==> src/common/pcie_ts_pkg.sv <==
package pcie_ts_pkg;

	// Link width in lanes
	localparam int num_lanes = 4;

	// K28.5 comma, starts every ordered set
	localparam logic [7:0] sym_com = 8'hbc;

	// K23.7 PAD, stands in for an unassigned link or lane number
	localparam logic [7:0] sym_pad = 8'hf7;

	// TS1 identifier, D10.2
	localparam logic [7:0] ts1_id = 8'h4a;

	// TS2 identifier, D5.2
	localparam logic [7:0] ts2_id = 8'h45;

	// Largest legal link or lane number
	localparam int max_link_lane = 31;

	// One training set is 16 symbols, so 8 symbol pairs
	localparam int ts_words = 8;

	// Identifier pairs that follow the first identifier pair
	localparam int ts_id_words = 4;

	// Consecutive identical sets needed before a lane counts as locked
	localparam int ts_lock_count = 8;

	// Width of the lock run counter, must hold ts_lock_count
	localparam int lock_cnt_w = $clog2(ts_lock_count + 1);

	// N_FTS field width
	localparam int fts_w = 8;

	// Link and lane number field width
	localparam int link_w = 5;

endpackage
==> src/verilog/pcie_ts_rx_top.sv <==
`timescale 1ns/1ps

module pcie_ts_rx_top (
	input  logic                                 clk,
	input  logic                                 rst_n,
	input  logic [pcie_ts_pkg::num_lanes*16-1:0] rx_data,
	input  logic [pcie_ts_pkg::num_lanes*2-1:0]  rx_charisk,
	input  logic [pcie_ts_pkg::num_lanes*2-1:0]  rx_err,
	output logic                                 ts1_locked,
	output logic                                 ts2_locked,
	output logic                                 link_num_valid,
	output logic [pcie_ts_pkg::link_w-1:0]       link_num,
	output logic                                 lanes_normal,
	output logic                                 lanes_reversed,
	output logic                                 speed_5g,
	output logic [pcie_ts_pkg::fts_w-1:0]        num_fts_max
);

	localparam int lw = pcie_ts_pkg::link_w;
	localparam int fw = pcie_ts_pkg::fts_w;

	// Comma-aligned symbol pairs
	logic [pcie_ts_pkg::num_lanes*16-1:0] al_data;
	logic [pcie_ts_pkg::num_lanes*2-1:0]  al_charisk;
	logic [pcie_ts_pkg::num_lanes*2-1:0]  al_err;

	// Parsed training set fields, one slice per lane
	logic [pcie_ts_pkg::num_lanes-1:0]    ts1_valid;
	logic [pcie_ts_pkg::num_lanes-1:0]    ts2_valid;
	logic [pcie_ts_pkg::num_lanes-1:0]    link_valid;
	logic [pcie_ts_pkg::num_lanes*lw-1:0] link;
	logic [pcie_ts_pkg::num_lanes-1:0]    lane_valid;
	logic [pcie_ts_pkg::num_lanes*lw-1:0] lane;
	logic [pcie_ts_pkg::num_lanes*fw-1:0] num_fts;
	logic [pcie_ts_pkg::num_lanes-1:0]    rate_5g;

	rx_lane_align u_align (
		.clk        (clk),
		.rst_n      (rst_n),
		.rx_data    (rx_data),
		.rx_charisk (rx_charisk),
		.rx_err     (rx_err),
		.al_data    (al_data),
		.al_charisk (al_charisk),
		.al_err     (al_err)
	);

	// One parser per lane
	for (genvar i = 0; i < pcie_ts_pkg::num_lanes; i++) begin : g_lane
		ts_parser u_parser (
			.clk        (clk),
			.rst_n      (rst_n),
			.rx_data    (al_data[16*i +: 16]),
			.rx_charisk (al_charisk[2*i +: 2]),
			.rx_err     (al_err[2*i +: 2]),
			.ts1_valid  (ts1_valid[i]),
			.ts2_valid  (ts2_valid[i]),
			.link_valid (link_valid[i]),
			.link       (link[i*lw +: lw]),
			.lane_valid (lane_valid[i]),
			.lane       (lane[i*lw +: lw]),
			.num_fts    (num_fts[i*fw +: fw]),
			.rate_5g    (rate_5g[i])
		);
	end

	link_ts_monitor u_monitor (
		.clk            (clk),
		.rst_n          (rst_n),
		.ts1_valid      (ts1_valid),
		.ts2_valid      (ts2_valid),
		.link_valid     (link_valid),
		.link           (link),
		.lane_valid     (lane_valid),
		.lane           (lane),
		.num_fts        (num_fts),
		.rate_5g        (rate_5g),
		.ts1_locked     (ts1_locked),
		.ts2_locked     (ts2_locked),
		.link_num_valid (link_num_valid),
		.link_num       (link_num),
		.lanes_normal   (lanes_normal),
		.lanes_reversed (lanes_reversed),
		.speed_5g       (speed_5g),
		.num_fts_max    (num_fts_max)
	);

endmodule

==> src/link_ts_monitor/link_ts_monitor.sv <==
`timescale 1ns/1ps

module link_ts_monitor (
	input  logic                                                clk,
	input  logic                                                rst_n,
	input  logic [pcie_ts_pkg::num_lanes-1:0]                   ts1_valid,
	input  logic [pcie_ts_pkg::num_lanes-1:0]                   ts2_valid,
	input  logic [pcie_ts_pkg::num_lanes-1:0]                   link_valid,
	input  logic [pcie_ts_pkg::num_lanes*pcie_ts_pkg::link_w-1:0] link,
	input  logic [pcie_ts_pkg::num_lanes-1:0]                   lane_valid,
	input  logic [pcie_ts_pkg::num_lanes*pcie_ts_pkg::link_w-1:0] lane,
	input  logic [pcie_ts_pkg::num_lanes*pcie_ts_pkg::fts_w-1:0]  num_fts,
	input  logic [pcie_ts_pkg::num_lanes-1:0]                   rate_5g,
	output logic                                                ts1_locked,
	output logic                                                ts2_locked,
	output logic                                                link_num_valid,
	output logic [pcie_ts_pkg::link_w-1:0]                      link_num,
	output logic                                                lanes_normal,
	output logic                                                lanes_reversed,
	output logic                                                speed_5g,
	output logic [pcie_ts_pkg::fts_w-1:0]                       num_fts_max
);

	localparam int lw = pcie_ts_pkg::link_w;
	localparam int fw = pcie_ts_pkg::fts_w;

	// Per lane run length and the set it was counted against
	logic [pcie_ts_pkg::lock_cnt_w-1:0]            run_cnt [pcie_ts_pkg::num_lanes];
	logic [pcie_ts_pkg::num_lanes-1:0]             last_ts2;
	logic [pcie_ts_pkg::num_lanes-1:0]             last_link_valid;
	logic [pcie_ts_pkg::num_lanes-1:0]             last_lane_valid;
	logic [pcie_ts_pkg::num_lanes-1:0]             last_rate;
	logic [pcie_ts_pkg::num_lanes*lw-1:0]          last_link;
	logic [pcie_ts_pkg::num_lanes*lw-1:0]          last_lane;

	logic [pcie_ts_pkg::num_lanes-1:0] same_set;
	logic [pcie_ts_pkg::num_lanes-1:0] lane_lock;
	logic                              any_strobe;

	// Link-wide results before registering
	logic          link_agree;
	logic          normal_c;
	logic          reversed_c;
	logic [fw-1:0] fts_max_c;

	always_comb begin
		for (int i = 0; i < pcie_ts_pkg::num_lanes; i++) begin
			// Same type and same fields as the previous set on this lane
			same_set[i] = (ts2_valid[i] == last_ts2[i]) &&
				(link_valid[i] == last_link_valid[i]) &&
				(link[i*lw +: lw] == last_link[i*lw +: lw]) &&
				(lane_valid[i] == last_lane_valid[i]) &&
				(lane[i*lw +: lw] == last_lane[i*lw +: lw]) &&
				(rate_5g[i] == last_rate[i]);
			lane_lock[i] = (int'(run_cnt[i]) >= pcie_ts_pkg::ts_lock_count);
		end
		any_strobe = |{ts1_valid, ts2_valid};
	end

	// Run counters, saturate at the lock threshold
	always_ff @(posedge clk or negedge rst_n) begin
		if (!rst_n) begin
			for (int i = 0; i < pcie_ts_pkg::num_lanes; i++)
				run_cnt[i] <= '0;
			last_ts2        <= '0;
			last_link_valid <= '0;
			last_lane_valid <= '0;
			last_rate       <= '0;
			last_link       <= '0;
			last_lane       <= '0;
		end else begin
			for (int i = 0; i < pcie_ts_pkg::num_lanes; i++) begin
				if (ts1_valid[i] || ts2_valid[i]) begin
					// A changed set starts a new run of one
					if (!same_set[i])
						run_cnt[i] <= 1;
					else if (!lane_lock[i])
						run_cnt[i] <= run_cnt[i] + 1'b1;
					last_ts2[i]             <= ts2_valid[i];
					last_link_valid[i]      <= link_valid[i];
					last_lane_valid[i]      <= lane_valid[i];
					last_rate[i]            <= rate_5g[i];
					last_link[i*lw +: lw]   <= link[i*lw +: lw];
					last_lane[i*lw +: lw]   <= lane[i*lw +: lw];
				end
			end
		end
	end

	// Lock is per type, every lane must be in a full run of it
	assign ts1_locked = &(lane_lock & ~last_ts2);
	assign ts2_locked = &(lane_lock & last_ts2);

	always_comb begin
		link_agree = &link_valid;
		normal_c   = &lane_valid;
		reversed_c = &lane_valid;
		fts_max_c  = '0;
		for (int i = 0; i < pcie_ts_pkg::num_lanes; i++) begin
			// All lanes must carry lane 0's link number
			if (link[i*lw +: lw] != link[0 +: lw])
				link_agree = 1'b0;
			if (int'(lane[i*lw +: lw]) != i)
				normal_c = 1'b0;
			if (int'(lane[i*lw +: lw]) != pcie_ts_pkg::num_lanes - 1 - i)
				reversed_c = 1'b0;
			if (num_fts[i*fw +: fw] > fts_max_c)
				fts_max_c = num_fts[i*fw +: fw];
		end
	end

	// Link-wide outputs refresh on any lane's strobe
	always_ff @(posedge clk or negedge rst_n) begin
		if (!rst_n) begin
			link_num_valid <= 1'b0;
			link_num       <= '0;
			lanes_normal   <= 1'b0;
			lanes_reversed <= 1'b0;
			speed_5g       <= 1'b0;
			num_fts_max    <= '0;
		end else if (any_strobe) begin
			link_num_valid <= link_agree;
			link_num       <= link_agree ? link[0 +: lw] : '0;
			lanes_normal   <= normal_c;
			lanes_reversed <= reversed_c;
			speed_5g       <= &rate_5g;
			num_fts_max    <= fts_max_c;
		end
	end

endmodule

==> src/ts_parser/ts_parser.sv <==
`timescale 1ns/1ps

module ts_parser (
	input  logic                           clk,
	input  logic                           rst_n,
	input  logic [15:0]                    rx_data,
	input  logic [1:0]                     rx_charisk,
	input  logic [1:0]                     rx_err,
	output logic                           ts1_valid,
	output logic                           ts2_valid,
	output logic                           link_valid,
	output logic [pcie_ts_pkg::link_w-1:0] link,
	output logic                           lane_valid,
	output logic [pcie_ts_pkg::link_w-1:0] lane,
	output logic [pcie_ts_pkg::fts_w-1:0]  num_fts,
	output logic                           rate_5g
);

	// Position within the training set
	typedef enum logic [2:0] {
		st_head,
		st_lane_fts,
		st_rate_ctl,
		st_id_first,
		st_ts1_id,
		st_ts2_id
	} state_t;

	state_t state;

	// Identifier pairs seen after the first one
	logic [$clog2(pcie_ts_pkg::ts_words)-1:0] id_cnt;

	// Decoded views of the current symbol pair
	logic       word_err;
	logic       lo_is_com;
	logic       hi_is_pad;
	logic       hi_is_num;
	logic       lo_is_pad;
	logic       lo_is_num;
	logic [7:0] id_sym;
	logic       id_word_ok;
	logic       id_last;

	always_comb begin
		word_err  = |rx_err;
		lo_is_com = rx_charisk[0] && (rx_data[7:0] == pcie_ts_pkg::sym_com);
		// Link number sits in the high byte of the comma pair
		hi_is_pad = rx_charisk[1] && (rx_data[15:8] == pcie_ts_pkg::sym_pad);
		hi_is_num = !rx_charisk[1] && (rx_data[15:8] <= 8'(pcie_ts_pkg::max_link_lane));
		// Lane number sits in the low byte of the next pair
		lo_is_pad = rx_charisk[0] && (rx_data[7:0] == pcie_ts_pkg::sym_pad);
		lo_is_num = !rx_charisk[0] && (rx_data[7:0] <= 8'(pcie_ts_pkg::max_link_lane));
		// Expected identifier depends on which set type was picked
		id_sym     = (state == st_ts2_id) ? pcie_ts_pkg::ts2_id : pcie_ts_pkg::ts1_id;
		id_word_ok = (rx_charisk == 2'b00) && (rx_data == {id_sym, id_sym});
		id_last    = (int'(id_cnt) == pcie_ts_pkg::ts_id_words - 1);
	end

	always_ff @(posedge clk or negedge rst_n) begin
		if (!rst_n) begin
			state      <= st_head;
			id_cnt     <= '0;
			ts1_valid  <= 1'b0;
			ts2_valid  <= 1'b0;
			link_valid <= 1'b0;
			link       <= '0;
			lane_valid <= 1'b0;
			lane       <= '0;
			num_fts    <= '0;
			rate_5g    <= 1'b0;
		end else begin
			// Strobes are single cycle
			ts1_valid <= 1'b0;
			ts2_valid <= 1'b0;

			// Decode error anywhere in the pair kills the set
			if (word_err) begin
				state <= st_head;
			end else begin
				case (state)
					// Wait for comma plus PAD or link number
					st_head: begin
						if (lo_is_com && hi_is_pad) begin
							link_valid <= 1'b0;
							link       <= '0;
							state      <= st_lane_fts;
						end else if (lo_is_com && hi_is_num) begin
							link_valid <= 1'b1;
							link       <= rx_data[8 +: pcie_ts_pkg::link_w];
							state      <= st_lane_fts;
						end
					end

					// Lane number low, N_FTS high
					st_lane_fts: begin
						if (rx_charisk[1]) begin
							state <= st_head;
						end else if (lo_is_pad) begin
							lane_valid <= 1'b0;
							lane       <= '0;
							num_fts    <= rx_data[15:8];
							state      <= st_rate_ctl;
						end else if (lo_is_num) begin
							lane_valid <= 1'b1;
							lane       <= rx_data[0 +: pcie_ts_pkg::link_w];
							num_fts    <= rx_data[15:8];
							state      <= st_rate_ctl;
						end else begin
							state <= st_head;
						end
					end

					// Rate ID low, training control high, both data
					st_rate_ctl: begin
						if (|rx_charisk) begin
							state <= st_head;
						end else begin
							// Bit 2 advertises 5 GT/s
							rate_5g <= rx_data[2];
							state   <= st_id_first;
						end
					end

					// First identifier pair picks TS1 or TS2
					st_id_first: begin
						id_cnt <= '0;
						if (rx_charisk != 2'b00)
							state <= st_head;
						else if (rx_data == {pcie_ts_pkg::ts1_id, pcie_ts_pkg::ts1_id})
							state <= st_ts1_id;
						else if (rx_data == {pcie_ts_pkg::ts2_id, pcie_ts_pkg::ts2_id})
							state <= st_ts2_id;
						else
							state <= st_head;
					end

					// Remaining identifier pairs must all match
					st_ts1_id, st_ts2_id: begin
						if (id_word_ok) begin
							id_cnt <= id_cnt + 1'b1;
							if (id_last) begin
								ts1_valid <= (state == st_ts1_id);
								ts2_valid <= (state == st_ts2_id);
								state     <= st_head;
							end
						end else begin
							state <= st_head;
						end
					end

					default: begin
						state <= st_head;
					end
				endcase
			end
		end
	end

endmodule

==> src/verilog/rx_lane_align.sv <==
`timescale 1ns/1ps

module rx_lane_align (
	input  logic                                 clk,
	input  logic                                 rst_n,
	input  logic [pcie_ts_pkg::num_lanes*16-1:0] rx_data,
	input  logic [pcie_ts_pkg::num_lanes*2-1:0]  rx_charisk,
	input  logic [pcie_ts_pkg::num_lanes*2-1:0]  rx_err,
	output logic [pcie_ts_pkg::num_lanes*16-1:0] al_data,
	output logic [pcie_ts_pkg::num_lanes*2-1:0]  al_charisk,
	output logic [pcie_ts_pkg::num_lanes*2-1:0]  al_err
);

	// Previous symbol pair per lane
	logic [pcie_ts_pkg::num_lanes*16-1:0] prev_data;
	logic [pcie_ts_pkg::num_lanes*2-1:0]  prev_charisk;
	logic [pcie_ts_pkg::num_lanes*2-1:0]  prev_err;

	// Byte offset per lane, 1 when the comma arrived in the high byte
	logic [pcie_ts_pkg::num_lanes-1:0] offset;

	// Comma position in the current pair
	logic [pcie_ts_pkg::num_lanes-1:0] com_lo;
	logic [pcie_ts_pkg::num_lanes-1:0] com_hi;

	always_comb begin
		for (int i = 0; i < pcie_ts_pkg::num_lanes; i++) begin
			com_lo[i] = rx_charisk[2*i] && (rx_data[16*i +: 8] == pcie_ts_pkg::sym_com);
			com_hi[i] = rx_charisk[2*i+1] && (rx_data[16*i+8 +: 8] == pcie_ts_pkg::sym_com);
		end
	end

	// Offset follows the latest comma, low byte wins if both are commas
	always_ff @(posedge clk or negedge rst_n) begin
		if (!rst_n) begin
			offset <= '0;
		end else begin
			for (int i = 0; i < pcie_ts_pkg::num_lanes; i++) begin
				if (com_lo[i])
					offset[i] <= 1'b0;
				else if (com_hi[i])
					offset[i] <= 1'b1;
			end
		end
	end

	// Data path, one cycle of history plus the output register
	always_ff @(posedge clk) begin
		prev_data <= rx_data;
		for (int i = 0; i < pcie_ts_pkg::num_lanes; i++) begin
			// Offset 1 pairs the old high byte with the new low byte
			if (offset[i])
				al_data[16*i +: 16] <= {rx_data[16*i +: 8], prev_data[16*i+8 +: 8]};
			else
				al_data[16*i +: 16] <= prev_data[16*i +: 16];
		end
	end

	// K-flags and decode errors move with their symbols
	always_ff @(posedge clk or negedge rst_n) begin
		if (!rst_n) begin
			prev_charisk <= '0;
			prev_err     <= '0;
			al_charisk   <= '0;
			al_err       <= '0;
		end else begin
			prev_charisk <= rx_charisk;
			prev_err     <= rx_err;
			for (int i = 0; i < pcie_ts_pkg::num_lanes; i++) begin
				if (offset[i]) begin
					al_charisk[2*i +: 2] <= {rx_charisk[2*i], prev_charisk[2*i+1]};
					al_err[2*i +: 2]     <= {rx_err[2*i], prev_err[2*i+1]};
				end else begin
					al_charisk[2*i +: 2] <= prev_charisk[2*i +: 2];
					al_err[2*i +: 2]     <= prev_err[2*i +: 2];
				end
			end
		end
	end

endmodule

==> config.mk <==
export PLATFORM = sky130hd
export DESIGN_NAME = pcie_ts_rx_top
export DESIGN_NICKNAME = d
export VERILOG_FILES = /design/src/common/pcie_ts_pkg.sv /design/src/verilog/pcie_ts_rx_top.sv /design/src/link_ts_monitor/link_ts_monitor.sv /design/src/ts_parser/ts_parser.sv /design/src/verilog/rx_lane_align.sv
export SDC_FILE = /design/constraint.sdc
export NUM_CORES = 1
export LEC_CHECK = 0
export ABC_AREA = 1
export BUFFER_PORTS_ARGS = -buffer_cell sky130_fd_sc_hd__buf_2
export CAP_MARGIN = 20
export CORE_MARGIN = 5
export CORE_UTILIZATION = 55
export DETAILED_ROUTE_END_ITERATION = 12
export PLACE_DENSITY_LB_ADDON = 0.05
export SETUP_SLACK_MARGIN = 0.05
export SYNTH_ARGS = -nofsm -noshare
export SYNTH_HDL_FRONTEND = slang
export SYNTH_HIERARCHICAL = 1
export SYNTH_SLANG_ARGS = --single-unit
==> constraint.sdc <==
create_clock -name clk -period 3.2 [get_ports clk]
set_input_delay 0.32 -clock clk [delete_from_list [all_inputs] [get_ports clk]]
set_output_delay 0.32 -clock clk [all_outputs]
set_load 0.05 [all_outputs]
=== Word level (Yosys, flattened, before mapping) ===
Index checks and enable logic that the tools add are counted.

* Logic and storage cells: 552
* Register bits: 369
* Output and inout bits: 19

* Reduce and logical (&&, ||, !) cells: 144
* Muxes and demuxes: 180
* $add $sub $neg: 8
* Bitwise operators: 15
* Equality and inequality tests: 105
* $lt $le $gt $ge: 16

{| class="wikitable"
|+ Operators by type and width
! operator !! count
|-
| 8-bit == test (second input constant) || 20
|-
| 3-bit two-way mux || 44
|-
| 16-bit by 15-bit == test with 1-bit output (second input constant) || 8
|-
| 8-bit two-way mux || 12
|-
| 5-bit two-way mux || 17
|-
| 1-bit two-way mux || 67
|-
| 16-bit == test || 4
|-
| 8-bit by 5-bit less-or-equal comparator with 1-bit output (second input constant) || 8
|-
| 16-bit two-way mux || 4
|-
| 1-bit logical AND || 60
|-
| 3-bit one-hot mux with 5 select lines || 4
|-
| 4-bit two-way mux || 12
|-
| 5-bit == test || 8
|-
| 2-bit nonzero test || 20
|-
| 3-bit == test (second input constant) || 12
|-
| 3-bit AND reduction || 12
|-
| 4-bit AND reduction || 9
|-
| 2-bit two-way mux || 16
|-
| 3-bit by 2-bit == test with 1-bit output (second input constant) || 8
|-
| 8-bit > comparator || 3
|-
| 3-bit one-hot mux with 2 select lines || 4
|-
| 2-bit OR reduction || 12
|-
| 5-bit by 3-bit != test with 1-bit output (second input constant) || 4
|-
| 4-bit by 1-bit adder with 4-bit output (second input constant) || 4
|-
| 21 further kinds || 96
|}

=== Logic depth before layout (Yosys ltp) ===
* Word-level depth: 8
* Depth in mapped cells: 36

=== Modules after synthesis ===
Netlist, hierarchy kept.

{| class="wikitable"
|+ Modules (own cells, without submodules)
! module !! times used !! cells an instance !! area each (um2)
|-
| link_ts_monitor || 1 || 725 || 5545.3
|-
| rx_lane_align || 1 || 472 || 4789.6
|-
| ts_parser (g_lane[3].u_parser) || 1 || 209 || 1659.1
|-
| ts_parser (g_lane[2].u_parser) || 1 || 200 || 1562.7
|-
| ts_parser (g_lane[0].u_parser) || 1 || 205 || 1561.5
|-
| ts_parser (g_lane[1].u_parser) || 1 || 206 || 1551.5
|}

=== Worst setup path before layout ===
Ideal clock, no wire load.

* Kind: register -> register
* From: register g_lane[1].u_parser/num_fts[3] (netlist name)
* To: register u_monitor/num_fts_max[5] (netlist name)
* Clock period less this slack: 3490 ps
* Cell stages (with the launch flop): 35
* Path buffers: 1
* Slack: -290 ps
* Arrival time: 3373 ps
* Required time: 3082 ps
* Path through: dfrtp_1 ha_1 nand2_1 inv_1 nand2_1 nand2_1 nand2_1 nand2_4 nand2_4 nand2_1 nand2_1 ha_1 nand2_1 inv_1 o21ai_1 nand2_1 nand2_1 nand2_1 nand2_2 inv_2 nand2_1 and2_1 ha_1 inv_1 nor2_1 nor2_1 o21ai_1 nand2_1 nand2_1 nand2_2 clkbuf_8 o21ai_1 inv_1 nand2_1 nand2_1

* Word-level cells in the longest chain between the ends: 6

{| class="wikitable"
|+ RTL lines
! what !! line !! text
|-
| start, declared || ts_parser.sv:15 || <nowiki>output logic [pcie_ts_pkg::fts_w-1:0] num_fts,</nowiki>
|-
| start signal, assigned || ts_parser.sv:102 || <nowiki>num_fts <= rx_data[15:8];</nowiki>
|-
| start signal, assigned || ts_parser.sv:107 || <nowiki>num_fts <= rx_data[15:8];</nowiki>
|-
| 8-bit > comparator || link_ts_monitor.sv:107 || <nowiki>if (num_fts[i*fw +: fw] > fts_max_c)</nowiki>
|-
| 8-bit two-way mux * || link_ts_monitor.sv:107 ||
|-
| 8-bit > comparator || link_ts_monitor.sv:107 ||
|-
| 8-bit two-way mux * || link_ts_monitor.sv:107 ||
|-
| 8-bit > comparator || link_ts_monitor.sv:107 ||
|-
| 8-bit two-way mux * || link_ts_monitor.sv:107 ||
|-
| end signal, assigned || link_ts_monitor.sv:127 || <nowiki>num_fts_max <= fts_max_c;</nowiki>
|-
| end, declared || link_ts_monitor.sv:21 || <nowiki>output logic [pcie_ts_pkg::fts_w-1:0] num_fts_max</nowiki>
|}

Mark *: on every way between the ends. The rest lies on a longest branch, timed or not.
A chain may end at the register's enable or synchronous reset.

=== Worst setup path in the final report ===
* From: register g_lane[0].u_parser/num_fts[5] (netlist name)
* To: register u_monitor/num_fts_max[3] (netlist name)

* Word-level cells in the longest chain between the ends: 8

{| class="wikitable"
|+ RTL lines
! what !! line
|-
| start, declared || ts_parser.sv:15
|-
| start signal, assigned || ts_parser.sv:102
|-
| start signal, assigned || ts_parser.sv:107
|-
| 8-bit by 1-bit > comparator with 1-bit output || link_ts_monitor.sv:107
|-
| 8-bit two-way mux * || link_ts_monitor.sv:107
|-
| 8-bit > comparator || link_ts_monitor.sv:107
|-
| 8-bit two-way mux * || link_ts_monitor.sv:107
|-
| 8-bit > comparator || link_ts_monitor.sv:107
|-
| 8-bit two-way mux * || link_ts_monitor.sv:107
|-
| 8-bit > comparator || link_ts_monitor.sv:107
|-
| 8-bit two-way mux * || link_ts_monitor.sv:107
|}

Marked as above.

==> results.toml <==
[die]
rows = 63
dieHeight_um = 184.1
dieArea_sq_um = 33890
io_pins = 101
start_util_pct = 55.95
core-area_sq_um = 29800
die_w_um = 184.1

[setup_path]
reg2reg_depth = 28
max_stage_delay_ps = 360
crit_path_start_kind = "flip-flop"
crit_arrival_ps = 4330
cp_top_family = "simple AND/OR/NAND/NOR gates"
r2r_end = "u_monitor/num_fts_max[3]"
endpoint_kind = "flip-flop"
worst_ep_required_time_ps = 3610
r2r_start = "g_lane[0].u_parser/num_fts[5]"
worst-setup-path-type = "reg -> reg"
ff2ff_setup_slack_ps = -720
cpMaxStageDelayCell = "dfrtp_1"
path_buf_inv = 3
cp_common_cell = "nand2_4"
cp.depth = 28
cp_max_fo = 8

[synth]
synthFlopType = "dfrtp_1"
synth-edff-count = 0
ys_seq_elements = 369
synth_area_leader_cell = "dfrtp_1"
synth_nets = 2139
ys_warn_count = 6
ys_top_cells_by_area = "dfrtp_1, dfxtp_1, nand2_1, inv_1, nor2_1"
async_flop_share_pct = 65.31
yosys.area.top_type_share_pct = 36.18
syn_area_sq_um = 16670
syn_inst = 2017
yosysSeqAreaShare_pct = 51.55
synth_cell_types = 49
syn_area_per_cell_sq_um = 8.265

[global_route]
grt_usage_pct = 24.52
grt_pass1_vias = 13600
grt_pass1_wl_um = 67500
overflow = 0
grt_max_degree = 97
antenna_found_initial = 0

[detailed_routing]
via_per_inst = 5.080
ant_nets = 0
vias = 13800
first_pass_iters = 6
drt-initial-drc-count = 878
drc_errors = 0
routed_wl_um = 41410
wl_per_cell_um = 15.24

[final_layout]
nFillCells = 2346
layout_commonest_cell = "nand2_1"
drive_above_1_share_pct = 19.85
area_delta_synth_final_pct = 24.84
antenna_cells = 0
nNetsFinal = 2417
final_cell_area_sq_um = 20810
fin_util_pct = 69.84
final_cell_mix = "nand2_1, dfrtp_1, inv_1"

[timing]
setup_viol = 8
fmax_mhz = 255.2
skew_ps = 16.91
tightestPinTransition_ps = 750.9
slew_viol_final = 0
post-route-period-util_pct = 122.4
period_needed_ps = 3918
finalHoldViolations = 0
grt_setup_unrepaired = "true"
tns_ps = -5527
hold_ws_ps = 417.8
slew-limit-headroom_pct = 49.94
fin_ws_ps = -718.1

[place]
place_hpwl_um = 29470
routabilityCongestion = 0.8926
post-place-ws_ps = -615.4
port_buffers = 100
place_area_sq_um = 17940

[clock_network]
root_buffer = "clkbuf_16"
clk_latency_ps = 530
cts_sinks = 369
htreeDepth = 2
cts_tree = "done"
cts_buffers = 40
cts_buffer_depth = 3
clkSlewWorstSetupHoldPaths_ps = 60

[pwr]
leakage_nw = 10.52
vdd.ir_drop.worst_mv = 0.4776
cellPowerDensity_nw_per_um2 = 645.4

[run]
drv_cap = 0

[outcome]
violations = "negative setup slack"
outcome = "finished, violations left"

[worst_hold_path]
hp-class = "in -> async"
==> kinds of logic after synthesis <==
group / synth area share, %
AO/OA/AOI/OAI: 7.956
AND/OR/NAND/NOR: 27.64
adder cells (fa/ha/maj): 3.002
buffers and inverters: 7.333
XOR/XNOR: 2.522
flip-flops: 51.55
==> what timing repair did <==
item	in CTS	in global routing
setup buffers	8	17
gates resized for setup	34	55
cloned	3	1
endpoints found under the setup margin	8	8
hold endpoints to repair	172	0
pin swaps	4	29
hold buffers	81	0
==> cell type report <==
cell class	count	area (sq um)	share of cell area (%)
Timing Repair Buffer	268	2007	9.644
Multi-Input combinational cell	1364	7341	35.28
Sequential cell	369	8593	41.29
Clock inverter	15	142.6	0.6854
Inverter	252	958.4	4.606
Clock buffer	59	1280	6.151
Tap cell	390	488.0	2.345
==> Yosys cell counts, types with 3 or more instances <==
cell type and n:
nand2_1 649, dfrtp_1 241, inv_1 234, nor2_1 156, dfxtp_1 128, o21ai_0 105
nand3_1 93, o21ai_2 42, ha_1 40, nand4_1 40, o21ai_1 37, a21oi_1 24
xnor2_1 24, xor2_1 24, nor3_1 21, nand2_2 18, inv_2 16, buf_6 13
nor2_2 12, or2_2 10, clkbuf_1 9, nor4_1 8, and2_1 7, buf_2 7
nor3_2 7, buf_4 5, nand3_2 5, nor2_4 5, a41oi_1 4, nand3b_1 4
nor3_4 4, nand2_4 3
==> registers in the layout, summed over array words and instances, names as in the netlist, 12 cells and up <==
signal                   cells
u_align/al_data             64
u_monitor/last_lane         20
g_lane.u_parser/link        20
g_lane.u_parser/lane        20
g_lane.u_parser/state       12
u_align/prev_data           64
g_lane.u_parser/id_cnt      12
g_lane.u_parser/num_fts     32
u_monitor/last_link         20
u_monitor/run_cnt           16
==> metrics by stage <==
stage / instances / power, W
floorplan: 2017 / 0.006627
global placement: 2533 / 0.007595
detailed placement: 2533 / 0.007641
CTS: 2699 / 0.01294
global route: 2717 / 0.01409
finish: 2717 / 0.01343
==> per-layer routing <==
| layer | GRT usage [%] | share of wire, % |
|---|---|---|
| met1 | 33.26 | 44 |
| met2 | 41.72 | 49 |
| met3 | 3.789 | 4.9 |
| met4 | 5.886 | 2.1 |
| met5 | 0 | 0 |
==> worst max-delay path by stage <==
stage,slack (ps),from,to
2_1_floorplan,-260,g_lane[1].u_parser/num_fts[3],u_monitor/num_fts_max[5]
3_3_place_gp,-520,g_lane[1].u_parser/num_fts[7],u_monitor/num_fts_max[6]
3_5_place_dp,-620,g_lane[0].u_parser/num_fts[7],u_monitor/num_fts_max[7]
4_1_cts,-540,g_lane[1].u_parser/num_fts[5],u_monitor/num_fts_max[4]
5_1_grt,-940,g_lane[0].u_parser/num_fts[3],u_monitor/num_fts_max[0]
6_report,-720,g_lane[0].u_parser/num_fts[5],u_monitor/num_fts_max[3]
==> power breakdown <==
part	switching, W	total, W	leakage (nW)	internal (W)
Clock	0.00185	0.00480	0.709	0.00295
Sequential	0.000207	0.00507	4.34	0.00486
Combinational	0.00193	0.00356	5.46	0.00164
Total	0.00398	0.0134	10.5	0.00945
Power figures use the tool's default switching activity.
